**src/include/tia_video_consts.svh**
```systemverilog
// Sizing constants for the TIA colour output path.
// Included by the packages, the palette stage and the testbench.

`ifndef TIA_VIDEO_CONSTS_SVH
`define TIA_VIDEO_CONSTS_SVH

// Number of NTSC hues and luminance steps in a colour code
`define TIA_HUE_COUNT 16
`define TIA_LUM_COUNT 8

// Width of the packed 8-bit-per-channel RGB output
`define TIA_RGB_W 24

// Cycles from a pixel at the inputs to its RGB value at the outputs
`define TIA_PIPE_LAT 2

`endif

```
**src/hdl/tia_color_pkg.sv**
```systemverilog
// Colour code types shared by the selection and palette stages.
// Hue enum, luminance type and the 8-bit colour register format.

`default_nettype none

`include "tia_video_consts.svh"

package tia_color_pkg;

  // Hue order matches the upper nibble of a TIA colour register
  typedef enum logic [$clog2(`TIA_HUE_COUNT)-1:0] {
    grey,
    gold,
    orange,
    red_orange,
    pink,
    purple,
    purple_blue,
    blue,
    blue1,
    light_blue,
    turquoise,
    green_blue,
    green,
    yellow_green,
    orange_green,
    light_green
  } hue_e;

  typedef logic [$clog2(`TIA_LUM_COUNT)-1:0] lum_t;

  // Bit 0 is not decoded by the hardware
  typedef struct packed {
    hue_e hue;
    lum_t lum;
    logic spare;
  } color_code_t;

endpackage

`default_nettype wire

```
**src/hdl/tia_video_pkg.sv**
```systemverilog
// Register map and pixel source types for the TIA video block.
// Used by the selection stage, the pixel bus and the testbench.

`default_nettype none

package tia_video_pkg;

  typedef enum logic [2:0] {
    reg_colup0,
    reg_colup1,
    reg_colupf,
    reg_colubk,
    reg_ctrl
  } reg_addr_e;

  // Bit positions inside the control register
  localparam int unsigned CTRL_PF_ABOVE = 0;
  localparam int unsigned CTRL_BW_MODE  = 1;

  typedef enum logic [1:0] {
    src_p0,
    src_p1,
    src_pf,
    src_bk
  } pix_src_e;

endpackage

`default_nettype wire

```
**src/hdl/pixel_if.sv**
```systemverilog
// Pixel bus from the priority selection stage to the palette stage.
// One selected pixel per cycle, no back-pressure.

`default_nettype none

interface pixel_if;
  import tia_color_pkg::*;
  import tia_video_pkg::*;

  logic        valid;
  logic        blank;
  color_code_t color;
  pix_src_e    source;

  modport src (output valid, output blank, output color, output source);

  modport dst (input valid, input blank, input color, input source);

endinterface

`default_nettype wire

```
**src/hdl/color_select.sv**
```systemverilog
// Stage 1 of the colour path: colour and control registers plus object priority.
// Registers the winning colour code of each valid pixel onto the pixel bus.

`default_nettype none

module color_select (
  input  logic                     clk,
  input  logic                     rst,
  input  logic                     wr_en,
  input  tia_video_pkg::reg_addr_e wr_addr,
  input  logic [7:0]               wr_data,
  input  logic                     pix_valid,
  input  logic                     blank,
  input  logic                     hit_p0,
  input  logic                     hit_p1,
  input  logic                     hit_pf,
  pixel_if.src                     pix
);
  import tia_color_pkg::*;
  import tia_video_pkg::*;

  color_code_t colup0;
  color_code_t colup1;
  color_code_t colupf;
  color_code_t colubk;
  logic        pf_above;
  logic        bw_mode;
  pix_src_e    win_src;
  color_code_t win_color;

  //////////////////////////////
  // Register file
  //////////////////////////////

  always_ff @(posedge clk)
  begin
    if (rst)
    begin
      colup0   <= '0;
      colup1   <= '0;
      colupf   <= '0;
      colubk   <= '0;
      pf_above <= 1'b0;
      bw_mode  <= 1'b0;
    end
    else if (wr_en)
    begin
      case (wr_addr)
        reg_colup0: colup0 <= color_code_t'(wr_data);
        reg_colup1: colup1 <= color_code_t'(wr_data);
        reg_colupf: colupf <= color_code_t'(wr_data);
        reg_colubk: colubk <= color_code_t'(wr_data);
        reg_ctrl:
        begin
          pf_above <= wr_data[CTRL_PF_ABOVE];
          bw_mode  <= wr_data[CTRL_BW_MODE];
        end
        default: ;
      endcase
    end
  end

  //////////////////////////////
  // Priority and pixel register
  //////////////////////////////

  // Players beat the playfield unless the playfield has been moved on top
  always_comb
  begin
    if (pf_above && hit_pf)
      win_src = src_pf;
    else if (hit_p0)
      win_src = src_p0;
    else if (hit_p1)
      win_src = src_p1;
    else if (hit_pf)
      win_src = src_pf;
    else
      win_src = src_bk;

    case (win_src)
      src_p0:  win_color = colup0;
      src_p1:  win_color = colup1;
      src_pf:  win_color = colupf;
      default: win_color = colubk;
    endcase

    // Monochrome keeps the brightness only
    if (bw_mode)
      win_color.hue = grey;
  end

  always_ff @(posedge clk)
  begin
    if (rst)
      pix.valid <= 1'b0;
    else
      pix.valid <= pix_valid;
  end

  always_ff @(posedge clk)
  begin
    if (pix_valid)
    begin
      pix.blank  <= blank;
      pix.color  <= win_color;
      pix.source <= win_src;
    end
  end

endmodule

`default_nettype wire

```
**src/hdl/ntsc_palette.sv**
```systemverilog
// Stage 2 of the colour path: NTSC colour code to RGB lookup with blanking.
// Takes the pixel bus from the selection stage and drives the RGB outputs.

`default_nettype none

`include "tia_video_consts.svh"

module ntsc_palette (
  input  logic                  clk,
  input  logic                  rst,
  pixel_if.dst                  pix,
  output logic [`TIA_RGB_W-1:0] rgb,
  output logic                  rgb_valid
);
  import tia_color_pkg::*;

  // Full 16 x 8 NTSC table, indexed by hue then luminance
  function automatic logic [`TIA_RGB_W-1:0] ntsc_rgb(input hue_e hue, input lum_t lum);
    case ({hue, lum})
      {grey, 3'd0}:         ntsc_rgb = 24'h000000;
      {grey, 3'd1}:         ntsc_rgb = 24'h404040;
      {grey, 3'd2}:         ntsc_rgb = 24'h6c6c6c;
      {grey, 3'd3}:         ntsc_rgb = 24'h909090;
      {grey, 3'd4}:         ntsc_rgb = 24'hb0b0b0;
      {grey, 3'd5}:         ntsc_rgb = 24'hc8c8c8;
      {grey, 3'd6}:         ntsc_rgb = 24'hdcdcdc;
      {grey, 3'd7}:         ntsc_rgb = 24'hececec;
      {gold, 3'd0}:         ntsc_rgb = 24'h444400;
      {gold, 3'd1}:         ntsc_rgb = 24'h646410;
      {gold, 3'd2}:         ntsc_rgb = 24'h848424;
      {gold, 3'd3}:         ntsc_rgb = 24'ha0a034;
      {gold, 3'd4}:         ntsc_rgb = 24'hb8b840;
      {gold, 3'd5}:         ntsc_rgb = 24'hd0d050;
      {gold, 3'd6}:         ntsc_rgb = 24'he8e85c;
      {gold, 3'd7}:         ntsc_rgb = 24'hfcfc68;
      {orange, 3'd0}:       ntsc_rgb = 24'h702800;
      {orange, 3'd1}:       ntsc_rgb = 24'h844414;
      {orange, 3'd2}:       ntsc_rgb = 24'h985c28;
      {orange, 3'd3}:       ntsc_rgb = 24'hac783c;
      {orange, 3'd4}:       ntsc_rgb = 24'hbc8c4c;
      {orange, 3'd5}:       ntsc_rgb = 24'hcca05c;
      {orange, 3'd6}:       ntsc_rgb = 24'hdcb468;
      {orange, 3'd7}:       ntsc_rgb = 24'hecc878;
      {red_orange, 3'd0}:   ntsc_rgb = 24'h841800;
      {red_orange, 3'd1}:   ntsc_rgb = 24'h983418;
      {red_orange, 3'd2}:   ntsc_rgb = 24'hac5030;
      {red_orange, 3'd3}:   ntsc_rgb = 24'hc06848;
      {red_orange, 3'd4}:   ntsc_rgb = 24'hd0805c;
      {red_orange, 3'd5}:   ntsc_rgb = 24'he09470;
      {red_orange, 3'd6}:   ntsc_rgb = 24'heca880;
      {red_orange, 3'd7}:   ntsc_rgb = 24'hfcbc94;
      {pink, 3'd0}:         ntsc_rgb = 24'h880000;
      {pink, 3'd1}:         ntsc_rgb = 24'h9c2020;
      {pink, 3'd2}:         ntsc_rgb = 24'hb03c3c;
      {pink, 3'd3}:         ntsc_rgb = 24'hc05858;
      {pink, 3'd4}:         ntsc_rgb = 24'hd07070;
      {pink, 3'd5}:         ntsc_rgb = 24'he08888;
      {pink, 3'd6}:         ntsc_rgb = 24'heca0a0;
      {pink, 3'd7}:         ntsc_rgb = 24'hfcb4b4;
      {purple, 3'd0}:       ntsc_rgb = 24'h78005c;
      {purple, 3'd1}:       ntsc_rgb = 24'h8c2074;
      {purple, 3'd2}:       ntsc_rgb = 24'ha03c88;
      {purple, 3'd3}:       ntsc_rgb = 24'hb0589c;
      {purple, 3'd4}:       ntsc_rgb = 24'hc070b0;
      {purple, 3'd5}:       ntsc_rgb = 24'hd084c0;
      {purple, 3'd6}:       ntsc_rgb = 24'hdc9cd0;
      {purple, 3'd7}:       ntsc_rgb = 24'hecb0e0;
      {purple_blue, 3'd0}:  ntsc_rgb = 24'h480078;
      {purple_blue, 3'd1}:  ntsc_rgb = 24'h602090;
      {purple_blue, 3'd2}:  ntsc_rgb = 24'h783ca4;
      {purple_blue, 3'd3}:  ntsc_rgb = 24'h8c58b8;
      {purple_blue, 3'd4}:  ntsc_rgb = 24'ha070cc;
      {purple_blue, 3'd5}:  ntsc_rgb = 24'hb484dc;
      {purple_blue, 3'd6}:  ntsc_rgb = 24'hc49cec;
      {purple_blue, 3'd7}:  ntsc_rgb = 24'hd4b0fc;
      {blue, 3'd0}:         ntsc_rgb = 24'h140084;
      {blue, 3'd1}:         ntsc_rgb = 24'h302098;
      {blue, 3'd2}:         ntsc_rgb = 24'h4c3cac;
      {blue, 3'd3}:         ntsc_rgb = 24'h6858c0;
      {blue, 3'd4}:         ntsc_rgb = 24'h7c70d0;
      {blue, 3'd5}:         ntsc_rgb = 24'h9488e0;
      {blue, 3'd6}:         ntsc_rgb = 24'ha8a0ec;
      {blue, 3'd7}:         ntsc_rgb = 24'hbcb4fc;
      {blue1, 3'd0}:        ntsc_rgb = 24'h000088;
      {blue1, 3'd1}:        ntsc_rgb = 24'h1c209c;
      {blue1, 3'd2}:        ntsc_rgb = 24'h3840b0;
      {blue1, 3'd3}:        ntsc_rgb = 24'h505cc0;
      {blue1, 3'd4}:        ntsc_rgb = 24'h6874d0;
      {blue1, 3'd5}:        ntsc_rgb = 24'h7c8ce0;
      {blue1, 3'd6}:        ntsc_rgb = 24'h90a4ec;
      {blue1, 3'd7}:        ntsc_rgb = 24'ha4b8fc;
      {light_blue, 3'd0}:   ntsc_rgb = 24'h00187c;
      {light_blue, 3'd1}:   ntsc_rgb = 24'h1c3890;
      {light_blue, 3'd2}:   ntsc_rgb = 24'h3854a8;
      {light_blue, 3'd3}:   ntsc_rgb = 24'h5070bc;
      {light_blue, 3'd4}:   ntsc_rgb = 24'h6888cc;
      {light_blue, 3'd5}:   ntsc_rgb = 24'h7c9cdc;
      {light_blue, 3'd6}:   ntsc_rgb = 24'h90b4ec;
      {light_blue, 3'd7}:   ntsc_rgb = 24'ha4c8fc;
      {turquoise, 3'd0}:    ntsc_rgb = 24'h002c5c;
      {turquoise, 3'd1}:    ntsc_rgb = 24'h1c4c78;
      {turquoise, 3'd2}:    ntsc_rgb = 24'h386890;
      {turquoise, 3'd3}:    ntsc_rgb = 24'h5084ac;
      {turquoise, 3'd4}:    ntsc_rgb = 24'h689cc0;
      {turquoise, 3'd5}:    ntsc_rgb = 24'h7cb4d4;
      {turquoise, 3'd6}:    ntsc_rgb = 24'h90cce8;
      {turquoise, 3'd7}:    ntsc_rgb = 24'ha4e0fc;
      {green_blue, 3'd0}:   ntsc_rgb = 24'h003c2c;
      {green_blue, 3'd1}:   ntsc_rgb = 24'h1c5c48;
      {green_blue, 3'd2}:   ntsc_rgb = 24'h387c64;
      {green_blue, 3'd3}:   ntsc_rgb = 24'h509c80;
      {green_blue, 3'd4}:   ntsc_rgb = 24'h68b494;
      {green_blue, 3'd5}:   ntsc_rgb = 24'h7cd0ac;
      {green_blue, 3'd6}:   ntsc_rgb = 24'h90e4c0;
      {green_blue, 3'd7}:   ntsc_rgb = 24'ha4fcd4;
      {green, 3'd0}:        ntsc_rgb = 24'h003c00;
      {green, 3'd1}:        ntsc_rgb = 24'h205c20;
      {green, 3'd2}:        ntsc_rgb = 24'h407c40;
      {green, 3'd3}:        ntsc_rgb = 24'h5c9c5c;
      {green, 3'd4}:        ntsc_rgb = 24'h74b474;
      {green, 3'd5}:        ntsc_rgb = 24'h8cd08c;
      {green, 3'd6}:        ntsc_rgb = 24'ha4e4a4;
      {green, 3'd7}:        ntsc_rgb = 24'hb8fcb8;
      {yellow_green, 3'd0}: ntsc_rgb = 24'h143800;
      {yellow_green, 3'd1}: ntsc_rgb = 24'h345c1c;
      {yellow_green, 3'd2}: ntsc_rgb = 24'h507c38;
      {yellow_green, 3'd3}: ntsc_rgb = 24'h6c9850;
      {yellow_green, 3'd4}: ntsc_rgb = 24'h84b468;
      {yellow_green, 3'd5}: ntsc_rgb = 24'h9ccc7c;
      {yellow_green, 3'd6}: ntsc_rgb = 24'hb4e490;
      {yellow_green, 3'd7}: ntsc_rgb = 24'hc8fca4;
      {orange_green, 3'd0}: ntsc_rgb = 24'h2c3000;
      {orange_green, 3'd1}: ntsc_rgb = 24'h4c501c;
      {orange_green, 3'd2}: ntsc_rgb = 24'h687034;
      {orange_green, 3'd3}: ntsc_rgb = 24'h848c4c;
      {orange_green, 3'd4}: ntsc_rgb = 24'h9ca864;
      {orange_green, 3'd5}: ntsc_rgb = 24'hb4c078;
      {orange_green, 3'd6}: ntsc_rgb = 24'hccd488;
      {orange_green, 3'd7}: ntsc_rgb = 24'he0ec9c;
      {light_green, 3'd0}:  ntsc_rgb = 24'h442800;
      {light_green, 3'd1}:  ntsc_rgb = 24'h644818;
      {light_green, 3'd2}:  ntsc_rgb = 24'h846830;
      {light_green, 3'd3}:  ntsc_rgb = 24'ha08444;
      {light_green, 3'd4}:  ntsc_rgb = 24'hb89c58;
      {light_green, 3'd5}:  ntsc_rgb = 24'hd0b46c;
      {light_green, 3'd6}:  ntsc_rgb = 24'he8cc7c;
      {light_green, 3'd7}:  ntsc_rgb = 24'hfce08c;
      default:              ntsc_rgb = '0;
    endcase
  endfunction

  // Output holds its last colour between valid pixels; blanked pixels are black
  always_ff @(posedge clk)
  begin
    if (rst)
    begin
      rgb_valid <= 1'b0;
      rgb       <= '0;
    end
    else
    begin
      rgb_valid <= pix.valid;
      if (pix.valid)
        rgb <= pix.blank ? '0 : ntsc_rgb(pix.color.hue, pix.color.lum);
    end
  end

endmodule

`default_nettype wire

```
**src/hdl/tia_video_top.sv**
```systemverilog
// Top level of the TIA colour output path: register writes and pixels in, RGB out.
// Chains the priority selection stage and the NTSC palette stage.

`default_nettype none

module tia_video_top (
  input  logic                     clk,
  input  logic                     rst,
  input  logic                     wr_en,
  input  tia_video_pkg::reg_addr_e wr_addr,
  input  logic [7:0]               wr_data,
  input  logic                     pix_valid,
  input  logic                     blank,
  input  logic                     hit_p0,
  input  logic                     hit_p1,
  input  logic                     hit_pf,
  output logic [23:0]              rgb,
  output logic                     rgb_valid
);

  pixel_if u_pix ();

  color_select u_select (
    .clk       (clk),
    .rst       (rst),
    .wr_en     (wr_en),
    .wr_addr   (wr_addr),
    .wr_data   (wr_data),
    .pix_valid (pix_valid),
    .blank     (blank),
    .hit_p0    (hit_p0),
    .hit_p1    (hit_p1),
    .hit_pf    (hit_pf),
    .pix       (u_pix)
  );

  ntsc_palette u_palette (
    .clk       (clk),
    .rst       (rst),
    .pix       (u_pix),
    .rgb       (rgb),
    .rgb_valid (rgb_valid)
  );

endmodule

`default_nettype wire

```
**config.mk**
```make
export PLATFORM = sky130hd
export DESIGN_NAME = tia_video_top
export DESIGN_NICKNAME = d
export VERILOG_FILES = /design/src/hdl/tia_color_pkg.sv /design/src/hdl/tia_video_pkg.sv /design/src/hdl/pixel_if.sv /design/src/hdl/color_select.sv /design/src/hdl/ntsc_palette.sv /design/src/hdl/tia_video_top.sv
export VERILOG_INCLUDE_DIRS = /design/src /design/src/include
export SDC_FILE = /design/constraint.sdc
export NUM_CORES = 1
export LEC_CHECK = 0
export CAP_MARGIN = 20
export CORE_ASPECT_RATIO = 1.4
export CORE_MARGIN = 2
export CORE_UTILIZATION = 45
export DETAILED_ROUTE_END_ITERATION = 10
export DONT_BUFFER_PORTS = 1
export PLACE_DENSITY = 0.66
export SLEW_MARGIN = 40
export SYNTH_ARGS = -nofsm -noshare
export SYNTH_HDL_FRONTEND = slang
export SYNTH_SLANG_ARGS = --single-unit
```
**constraint.sdc**
```tcl
create_clock -name clk -period 7.33 [get_ports clk]
set_clock_uncertainty 0.1 [all_clocks]
set_input_delay 0.733 -clock clk [delete_from_list [all_inputs] [get_ports clk]]
set_output_delay 0.733 -clock clk [all_outputs]
set_load 0.05 [all_outputs]
```
==> results.md, run 1 <==
* Status: completed
* Top_reg_cell synth: dfxtp_1
* Crit-path cells: inv_1 -> ha_1 -> nor2b_1 -> a21oi_1 -> a221oi_1 -> o32ai_1 -> a221o_1
* Slack of the critical path at 3.87 ns
* Synthesized area at 5100 sq um
* XOR/XNOR Fraction of Synth Area at 1.01%
* LEAKAGE at 0.00196 uW
* Fmax achieved at 289 MHz
* CTS resizes at 0
* # DRC at 0
* Vias in the first global route at 5141
* Core area at 11200 sq um
* Post-synthesis simple-gate area fraction at 22.8%
* Fin. Hold Viols at 0
* Die width at 94.0 um
* Hold crit path type: primary input to flip-flop
* GRT Overall Usage at 34.7%
* Max-slew violation count at 0
* Die ar. at 12200 sq um
* Met2 Usage GRT at 58.0%
* Layout cell share with drive strength beyond 1 at 7.73%
* Post-CTS Setup Bufs at 0
* # IOs at 44
* CTS tree: done
* Syn Inst Count at 667
* RSZ-0062 raised after global routing: no
* Chip height at 130 um
* Origin of the critical flop-to-flop path: u_select.pix.color[2]$_DFFE_PP_
* CP bufs+invs at 1
* Post-synth top area share at 19.6%
* Critical Path Fanout Max at 22
* Port Buffers at 0
* Synth Area in Compound Gates at 29.0%
* Power Density at 219 nW/um^2
* R2r worst-path depth at 7
* Critical path endpoint category: flip-flop
* Design Power at 1180 uW
* Mux contribution to synthesized area at 10.9%
* Clk buf depth at 2
* Async set or reset register ratio after synthesis at 0%
* Worst-margin pin slew at 0.874 ns
* Setup TNS at 0 ns
* CTS Hold Bufs at 0
* Num rows at 46
* Post-synth EDFFs at 8
* Synth area leader: dfxtp_1
* Final setup viols at 0
* First-pass GRT wire length at 31.2 mm
* Clk sinks at 58
* Slew margin rel. at 41.6%
* Crit-path leading delay family: compound AO/OA/AOI/OAI gates
* Drt pass-1 iters at 8
* HPWL after DPL at 14.9 mm
* Wire length per cell at 27.2 um
* Synth Register Bits at 58
* H-tree depth at 3
* Worst path slowest cell: edfxtp_1
* Post-route ant nets at 0
* R2R setup slack at 3.87 ns
* Synth warn at 0
* Clock-pin slew on the worst setup and hold paths at 0.06 ns
* Pre-CTS setup slack at 4.02 ns
* Area taken by multi-input logic gates at 3480 sq um
* Grt total ovfl at 0
* M1 GR Usage at 39.2%
* Hold EP: u_palette.rgb[18]$_SDFFE_PP0P_
* Hold wc startpoint: rst
* Crit Path Category: flip-flop to flip-flop
* CTS root buf: clkbuf_16
* Unique masters post-synth at 78
* Peak VDD IR at 0.139 mV
* Worst EP required at 7.46 ns
* Syn Area/Cell at 7.65 sq um
* Tmin final at 3.46 ns
* Ant diodes at 0
* Initial Util at 45.7%
* Fin nets at 663
* Area Overhead vs Synth at 5.45%
* Placer congestion estimate at 1.05
* FF/Latch Area at 1240 sq um
* Worst Setup Start Kind: flip-flop
* Grt met3 use at 6.93%
* Hold path depth at 1
* Initial antenna violation count at 0
* Cts bufs inserted at 9
* Reg2reg end: u_palette.rgb[4]$_SDFFE_PP0P_
* Sequential fraction of the synthesis area at 24.3%
* Post-synthesis adder-cell area fraction at 3.88%
* Clock latency on the worst-skew pair at 0.34 ns
* WHS at 0.363 ns
* Crit path DAT at 3.59 ns
* Fill count at 1156
* Slowest stage delay, CP at 0.77 ns
* Max Cap Violations at 0
* Via density at 7.02
* Routed wire length at 21.2 mm
* Via count at 5462
* Main combinational cell family by area after synthesis: compound AO/OA/AOI/OAI gates
* GR peak layer: met2
* Drt initial violations at 723
* Largest net degree at the start of global routing at 58
* Largest cells by area after synthesis: dfxtp_1 20%, mux2i_1 7.9%, nor2_1 6.0%
* Part of the cycle the worst path needs at 47.1%
cell usage after synthesis, drive strengths merged, types with 14 or more instances:
master and count:
nor2 83, buf 43, dfxtp 50, clkbuf 23
nand2 56, mux2i 40, inv 18, o21ai 29
nor2b 20, ha 15, a211oi 20, a21oi 50
nand2b 14
worst max-delay path by stage:
stage / startpoint / slack [ns] / cells after the start / to
floorplan: u_select.pix.color[2]$_DFFE_PP_ / 4.51 / 9 / u_palette.rgb[22]$_SDFFE_PP0P_
global placement: u_select.pix.color[2]$_DFFE_PP_ / 4.01 / 7 / u_palette.rgb[4]$_SDFFE_PP0P_
detailed placement: u_select.pix.color[2]$_DFFE_PP_ / 4.02 / 7 / u_palette.rgb[2]$_SDFFE_PP0P_
CTS: u_select.pix.color[2]$_DFFE_PP_ / 4.02 / 7 / u_palette.rgb[2]$_SDFFE_PP0P_
global route: u_select.pix.color[2]$_DFFE_PP_ / 3.77 / 7 / u_palette.rgb[22]$_SDFFE_PP0P_
finish: u_select.pix.color[2]$_DFFE_PP_ / 3.87 / 7 / u_palette.rgb[4]$_SDFFE_PP0P_
cell type report:
class	count	area share, %
multi-input cells	529	64.6
flip-flops and latches	58	23.1
clock buffers	9	4.19
well taps	144	3.35
clock inverters	7	1.74
repair buffers	12	1.68
inverters	19	1.33
per-layer routing:
metal	routed length [um]	vias to the layer above
met5	0	-
met4	1700	0
met3	1700	107
met2	10200	348
met1	7620	2618
li1	-	2389
kinds of logic (layout without fill, tap and decap cells):
family                   count (synthesis)  in the layout
flip-flops                              58             58
adder cells (fa/ha/maj)                 16             16
other                                    1              6
AND/OR/NAND/NOR                        242            242
buffers and inverters                   85             47
AO/OA/AOI/OAI                          213            213
multiplexers                            47             47
XOR/XNOR                                 5              5
registers in the layout, summed over array words and instances (netlist names), 7 cells and up:
register            flops
u_palette.rgb          18
u_select.colubk         7
u_select.colup0         7
u_select.colup1         7
u_select.colupf         7
u_select.pix.color      7
report_power, final:
part | leakage, uW | internal, uW | switching, uW
sequential | 0.000486 | 337 | 39.1
combinational | 0.00132 | 112 | 228
clock | 0.000151 | 297 | 164
total | 0.00196 | 746 | 431
per-stage QoR:
stage	std cells	area, sq um	utilization, %
2_1_floorplan	672	5120	-
3_3_place_gp	762	5050	45.3
3_5_place_dp	762	5060	45.3
4_1_cts	778	5380	48.1
5_1_grt	778	5380	48.2
6_report	778	5380	48.2
placed cells by master, fill, tap and decap left out, drive strengths merged, types with 5 or more instances in the layout:
cell type	count
o211ai	12
edfxtp	8
dfxtp	50
or3	8
conb	6
nor2	83
o21ai	29
clkbuf	9
o221ai	5
buf	12
a211oi	20
nor2b	20
a31oi	13
a2111oi	6
nand2b	14
a32oi	5
nand3	13
mux2i	40
inv	18
and2	6
mux4	7
o22ai	6
or2	6
nor3	13
nor4	6
a311oi	6
a221o	6
nand2	56
a221oi	6
o311ai	5
ha	15
a211o	6
a21oi	50
Note: power is estimated with default switching activity, not from simulation.
==> run 2, diff against run 1 <==
--- a/config.mk
+++ b/config.mk
@@ -12,7 +12,7 @@
 export CORE_UTILIZATION = 45
 export DETAILED_ROUTE_END_ITERATION = 10
 export DONT_BUFFER_PORTS = 1
-export PLACE_DENSITY = 0.66
+export PLACE_DENSITY = 0.68
 export SLEW_MARGIN = 40
 export SYNTH_ARGS = -nofsm -noshare
 export SYNTH_HDL_FRONTEND = slang
==> constraint.sdc (replaced) <==
create_clock -name clk -period 3.1 [get_ports clk]
set_clock_uncertainty 0.1 [all_clocks]
set_input_delay 0.31 -clock clk [delete_from_list [all_inputs] [get_ports clk]]
set_output_delay 0.31 -clock clk [all_outputs]
set_load 0.05 [all_outputs]
==> run 2 against run 1 <==
  * Total power grew 130%
  * Highest routed layer unchanged
  * Sequential power increased by 130%
  * Die area unchanged
  * Setup slack lost 3.5 ns
  * Sequential share of layout area fell by 0.77 points
  * Largest power group unchanged
  * Hold slack lost 0.35 ns
  * Critical path depth increased by 1
  * Maximum frequency up 28%
==> results.md, run 2 (synthesis results as in run 1) <==
* Hold EP: u_select.pix.valid$_SDFF_PP0_
* Reg2reg end: u_palette.rgb[10]$_SDFFE_PP0P_
* RSZ-0062 raised after global routing: no
* # IOs at 44 (unchanged)
* Final core occ at 49.8% (+1.7 points)
* Drt initial violations at 825 (+14%)
* Worst Setup Start Kind: flip-flop
* Die width at 94.0 um (unchanged)
* Die ar. at 12200 sq um (unchanged)
* Vias in the first global route at 5366 (+4.4%)
* Pre-CTS setup slack at 0.599 ns (-3.42 ns)
* Power Density at 489 nW/um^2 (+120%)
* Hold crit path type: primary input to flip-flop
* H-tree depth at 3 (unchanged)
* GRT Overall Usage at 33.8% (-0.88 points)
* Critical Path Fanout Max at 8 (-64%)
* Fin nets at 685 (+3.3%)
* Hold wc startpoint: pix_valid
* Initial antenna violation count at 0 (unchanged)
* Hold path depth at 1 (unchanged)
* Routed wire length at 20.3 mm (-4.2%)
* Final setup viols at 0 (unchanged)
* Setup TNS at 0 ns (unchanged)
* Chip height at 130 um (unchanged)
* Cts bufs inserted at 9 (unchanged)
* Clk sinks at 58 (unchanged)
* Wire length per cell at 25.4 um (-6.9%)
* Ant diodes at 0 (unchanged)
* Via density at 6.99 (-0.51%)
* HPWL after DPL at 14.4 mm (-3.7%)
* Clock-pin slew on the worst setup and hold paths at 0.06 ns (about the same)
* Initial Util at 45.7% (unchanged)
* Origin of the critical flop-to-flop path: u_select.pix.color[2]$_DFFE_PP_
* Core area at 11200 sq um (unchanged)
* Part of the cycle the worst path needs at 87.2% (+40 points)
* Fmax achieved at 370 MHz (+28%)
* Num rows at 46 (unchanged)
* Via count at 5588 (+2.3%)
* CTS tree: done
* Clock latency on the worst-skew pair at 0.33 ns (about the same)
* Worst-margin pin slew at 0.889 ns (+0.0149 ns)
* Post-route ant nets at 0 (unchanged)
* Worst EP required at 3.26 ns (-4.20 ns)
* Placer congestion estimate at 1.06 (+0.14%)
* Max reg flops at 18 (unchanged)
* Most frequent cells in the layout: 81 x nor2_1, 56 x nand2_1, 50 x a21oi_1, 50 x dfxtp_1, 40 x mux2i_1
* Clk buf depth at 2 (unchanged)
* Layout cell share with drive strength beyond 1 at 9.76% (+2.0 points)
* Slew margin rel. at 40.7% (-0.94 points)
* Drt pass-1 iters at 6 (-2)
* First-pass GRT wire length at 31.3 mm (about the same)
* Largest net degree at the start of global routing at 63 (+8.6%)
* Crit Path Category: flip-flop to flip-flop
* Fin. Hold Viols at 0 (unchanged)
* Status: completed
* R2R setup slack at 0.40 ns (-3.48 ns)
* Tmin final at 2.70 ns (-0.752 ns)
* LEAKAGE at 0.00207 uW (+5.7%)
* CTS root buf: clkbuf_16
* Reg with most FFs: u_palette.rgb
* Grt total ovfl at 0 (unchanged)
* Critical path endpoint category: flip-flop
* Slack of the critical path at 0.396 ns (-3.48 ns)
* R2r worst-path depth at 8 (+1)
* Crit path DAT at 2.86 ns (-0.73 ns)
* Max-slew violation count at 0 (unchanged)
* Commonest non-fill, non-tap cell in the layout: nor2_1
* Area Overhead vs Synth at 9.10%
* Max Cap Violations at 0 (unchanged)
* Port Buffers at 0 (unchanged)
* Peak VDD IR at 0.403 mV (+190%)
* # DRC at 0 (unchanged)
* CTS resizes at 0 (unchanged)
[run 2: cell count changes in the layout (fill, tap and decap cells not counted), sizes merged]
cell / change
clkinvlp: -1
clkbuf: +2
bufinv: -1
dlygate4sd3: +2
buf: +20
[run 2: repair_timing]
item	4_1_cts	5_1_grt
endpoints found under the hold margin	45	0
hold buffers	3	0
setup buffers	0	0
[run 2: stage by stage]
step	hold slack, ns	power, uW	cell area (sq um)	cells
global placement	0.281	1700	5230	781
floorplan	0.309	1470	5120	672
global route	0.00688	2810	5560	800
finish	0.00883	2720	5560	800
detailed placement	0.286	1690	5230	781
CTS	0.00442	2680	5560	800
[run 2: layout make-up]
cell class / instances / area, sq um
well taps: 144 / 180
fillers: 1096 / 5600
clock inverters: 5 / 55.1
repair buffers: 34 / 310
inverters: 19 / 71.3
clock buffers: 11 / 233
multi-input cells: 529 / 3470
flip-flops and latches: 58 / 1240
[run 2: worst max-delay path by stage]
stage                               startpoint  slack, ns                             end  depth (start not counted)
3_3_place_gp   u_select.pix.color[1]$_DFFE_PP_       0.61  u_palette.rgb[13]$_SDFFE_PP0P_                          7
5_1_grt        u_select.pix.color[2]$_DFFE_PP_       0.36  u_palette.rgb[10]$_SDFFE_PP0P_                          8
3_5_place_dp   u_select.pix.color[2]$_DFFE_PP_       0.60  u_palette.rgb[20]$_SDFFE_PP0P_                          7
4_1_cts        u_select.pix.color[2]$_DFFE_PP_       0.60  u_palette.rgb[20]$_SDFFE_PP0P_                          7
2_1_floorplan  u_select.pix.color[2]$_DFFE_PP_       0.28  u_palette.rgb[22]$_SDFFE_PP0P_                          9
6_report       u_select.pix.color[2]$_DFFE_PP_       0.40  u_palette.rgb[10]$_SDFFE_PP0P_                          8
[run 2: routing by layer]
layer	track usage (%)	vias to the layer above	wire (um)
met5	0	-	0
li1	-	2445	-
met3	7.16	143	2200
met1	39.6	2537	6930
met2	53.6	463	9380
met4	25.9	0	1780
[run 2: worst max-delay path, stage by stage (launching register included)]
cell      delay [ns]
edfxtp_1        0.42
inv_1           0.11
buf_4           0.18
ha_1            0.35
nand2b_1        0.33
and4_1          0.32
a211oi_1        0.48
nand4_1         0.18
a41oi_1         0.17
[run 2: report_power, final]
part / switching (uW) / leakage, uW / internal (uW)
clock network: 366 / 0.000137 / 619
logic: 558 / 0.00145 / 301
registers: 77.8 / 0.000486 / 797
==> run 3, diff against run 2 <==
--- a/config.mk
+++ b/config.mk
@@ -13,7 +13,9 @@
 export DETAILED_ROUTE_END_ITERATION = 10
 export DONT_BUFFER_PORTS = 1
 export PLACE_DENSITY = 0.68
+export REMOVE_ABC_BUFFERS = 1
 export SLEW_MARGIN = 40
 export SYNTH_ARGS = -nofsm -noshare
 export SYNTH_HDL_FRONTEND = slang
+export SYNTH_HIERARCHICAL = 1
 export SYNTH_SLANG_ARGS = --single-unit
==> run 3 against run 2 <==
  * Die area is 6.2% higher
  * Via count up 8.9%
  * Sequential share of layout area is 1.6 points lower
  * Count of clock-buffer cells in the layout down 1
  * Total power rose by 6.2%
  * Wire length up 14%
  * Combinational power increased by 4.0%
  * First-iteration DRC count shrank 26%
  * Global-route usage up 1.3 points
  * Non-clock buffer count up 21
  * Synthesized cell count up 9.1%
==> results.md, run 3 <==
* Status: completed
* # IOs at 44 (unchanged)
* Syn Inst Count at 728 (+9.1%)
* R2R setup slack at 0.43 ns (+0.04 ns)
* CTS resizes at 0 (unchanged)
* Placer congestion estimate at 1.07 (+1.3%)
* Origin of the critical flop-to-flop path: u_select/pix.valid$_SDFF_PP0_
* Peak VDD IR at 0.287 mV (-29%)
* Core area at 11800 sq um (+5.9%)
* Chip height at 134 um (+3.1%)
* Clock-pin slew on the worst setup and hold paths at 0.07 ns (about the same)
* Ant diodes at 0 (unchanged)
* CTS root buf: clkbuf_16
* Routed wire length at 23.2 mm (+14%)
* Worst EP required at 3.29 ns (+0.03 ns)
* Initial Util at 45.9% (+0.27 points)
* Max Cap Violations at 0 (unchanged)
* # DRC at 0 (unchanged)
* Drt initial violations at 613 (-26%)
* Grt total ovfl at 0 (unchanged)
* Reg with most FFs: u_palette/rgb
* Fmax achieved at 375 MHz (+1.4%)
* Crit Path Category: flip-flop to flip-flop
* Sw power at 1060 uW (+6.3%)
* Die width at 96.8 um (+3.1%)
* Fill count at 1208 (+10%)
* Syn Area/Cell at 7.46 sq um (-2.4%)
* Crit-path cells: or3b_2 -> nor2_1 -> o21ai_0 -> a221oi_2 -> a221o_1
* HPWL after DPL at 16.7 mm (+16%)
* Critical path endpoint category: flip-flop
* Initial antenna violation count at 0 (unchanged)
* Worst Setup Start Kind: flip-flop
* Port Buffers at 0 (unchanged)
* Final Non-Filler Cells at 868 (+8.5%)
* Area Overhead vs Synth at 10.2%
* Hold path depth at 1 (unchanged)
* R2r worst-path depth at 5 (-3)
* Clock latency on the worst-skew pair at 0.34 ns (about the same)
* GRT Overall Usage at 35.1% (+1.3 points)
* Commonest non-fill, non-tap cell in the layout: nand2_1
* Slew margin rel. at 45.8% (+5.1 points)
* Synth warn at 6 (+6)
* Fin. Hold Viols at 0 (unchanged)
* H-tree depth at 3 (unchanged)
* Final setup viols at 0 (unchanged)
* Part of the cycle the worst path needs at 86.0% (-1.2 points)
* Crit path DAT at 2.86 ns (about the same)
* Hold EP: u_select/pix.valid$_SDFF_PP0_
* Die ar. at 13000 sq um (+6.2%)
* Post-Place Cells at 849 (+8.7%)
* Max-slew violation count at 0 (unchanged)
* Wire length per cell at 26.7 um (+5.4%)
* Critical Path Fanout Max at 13 (+5)
* Hold crit path type: primary input to flip-flop
* Worst path slowest cell: dfxtp_1
* Clk sinks at 58 (unchanged)
* Hold wc startpoint: pix_valid
* Power Density at 482 nW/um^2 (-1.3%)
* Cts bufs inserted at 9 (unchanged)
* Sequential share of power at 30.3% (-1.9 points)
* Slowest stage delay, CP at 0.70 ns (+0.22 ns)
* Via density at 7.01 (+0.35%)
* First-pass GRT wire length at 35.3 mm (+13%)
* Clock power frac at 38.7% (+2.5 points)
* Post-route ant nets at 0 (unchanged)
* Drt pass-1 iters at 5 (-1)
* Switching share of total power at 36.9% (about the same)
* Layout cell share with drive strength beyond 1 at 12.8% (+3.0 points)
* Internal power at 1820 uW (+6.2%)
* Vias in the first global route at 5996 (+12%)
* Num rows at 47 (+2.2%)
* RSZ-0062 raised after global routing: no
* Design Power at 2890 uW (+6.2%)
* Logic gate share of total power at 30.9% (-0.7 points)
* WHS at 0.00523 ns (-0.00360 ns)
* Clk buf depth at 2 (unchanged)
* Fin nets at 750 (+9.5%)
* Synthesized area at 5430 sq um (+6.5%)
* Max reg flops at 18 (unchanged)
* Via count at 6084 (+8.9%)
* Largest net degree at the start of global routing at 52 (-17%)
* Reg2reg end: u_palette/rgb[2]$_SDFFE_PP0P_
* CTS tree: done
* Tmin final at 2.67 ns (-0.0374 ns)
* Most frequent cells in the layout: 75 x nand2_1, 62 x nor2_1, 59 x a21oi_1
* Worst-margin pin slew at 0.811 ns (-0.0778 ns)
* LEAKAGE at 0.00219 uW (+5.9%)
-- run 3: how the worst max path moves through the flow --
stage,from,endpoint,slack [ns],cells past startpoint
after floorplan,u_select/pix.color[3]$_DFFE_PP_,u_palette/rgb[3]$_SDFFE_PP0P_,-0.95,7
final,u_select/pix.valid$_SDFF_PP0_,u_palette/rgb[2]$_SDFFE_PP0P_,0.43,5
after CTS,u_select/pix.valid$_SDFF_PP0_,u_palette/rgb[2]$_SDFFE_PP0P_,0.56,5
after global placement,u_select/pix.valid$_SDFF_PP0_,u_palette/rgb[4]$_SDFFE_PP0P_,0.54,5
after detailed placement,u_select/pix.valid$_SDFF_PP0_,u_palette/rgb[2]$_SDFFE_PP0P_,0.56,5
after global routing,u_select/pix.color[2]$_DFFE_PP_,u_palette/rgb[11]$_SDFFE_PP0P_,0.30,8
-- run 3: layout make-up --
class / count / area [sq um] / share of cell area [%]
Clock inverter: 6 / 90.1 / 1.51
Tap cell: 147 / 184 / 3.07
Inverter: 19 / 71.3 / 1.19
Multi-Input combinational cell: 573 / 3690 / 61.7
Sequential cell: 58 / 1240 / 20.7
Clock buffer: 10 / 229 / 3.83
Timing Repair Buffer: 55 / 478 / 7.98
-- run 3: routing by layer --
layer / global-route usage, % / vias to the layer above / part of all wire, %
li1: - / 2669 / -
met1: 39.2 / 2886 / 35
met2: 58.2 / 400 / 47
met3: 7.19 / 129 / 8.8
met4: 27.3 / 0 / 8.6
met5: 0 / - / 0
-- run 3: critical path: cells and delay by family (launching register included) --
| family | cells | cell delay (ns) |
|---|---|---|
| compound gates | 3 | 0.64 |
| flops | 1 | 0.70 |
| simple gates | 2 | 1.17 |
-- run 3: power by group through the flow --
stage | registers [uW] | logic, uW | clock network (uW)
after floorplan | 943 | 464 | 0
after global placement | 891 | 855 | 0
after detailed placement | 892 | 845 | 0
after CTS | 876 | 858 | 1130
after global routing | 881 | 940 | 1150
final | 876 | 893 | 1120
-- run 3: what timing repair did --
item                      CTS  global route
hold buffers                3             0
buffers inserted            0             0
hold endpoints to repair   41             0
-- run 3: through the flow --
| step | utilization, % | TNS [ns] | area (sq um) | setup WS [ns] |
|---|---|---|---|---|
| finish | 50.6 | 0 | 5990 | 0.434 |
| floorplan | - | -10.70 | 5000 | -0.945 |
| global placement | 47.7 | 0 | 5640 | 0.541 |
| CTS | 50.7 | 0 | 5990 | 0.564 |
| detailed placement | 47.7 | 0 | 5640 | 0.563 |
| global route | 50.6 | 0 | 5990 | 0.304 |
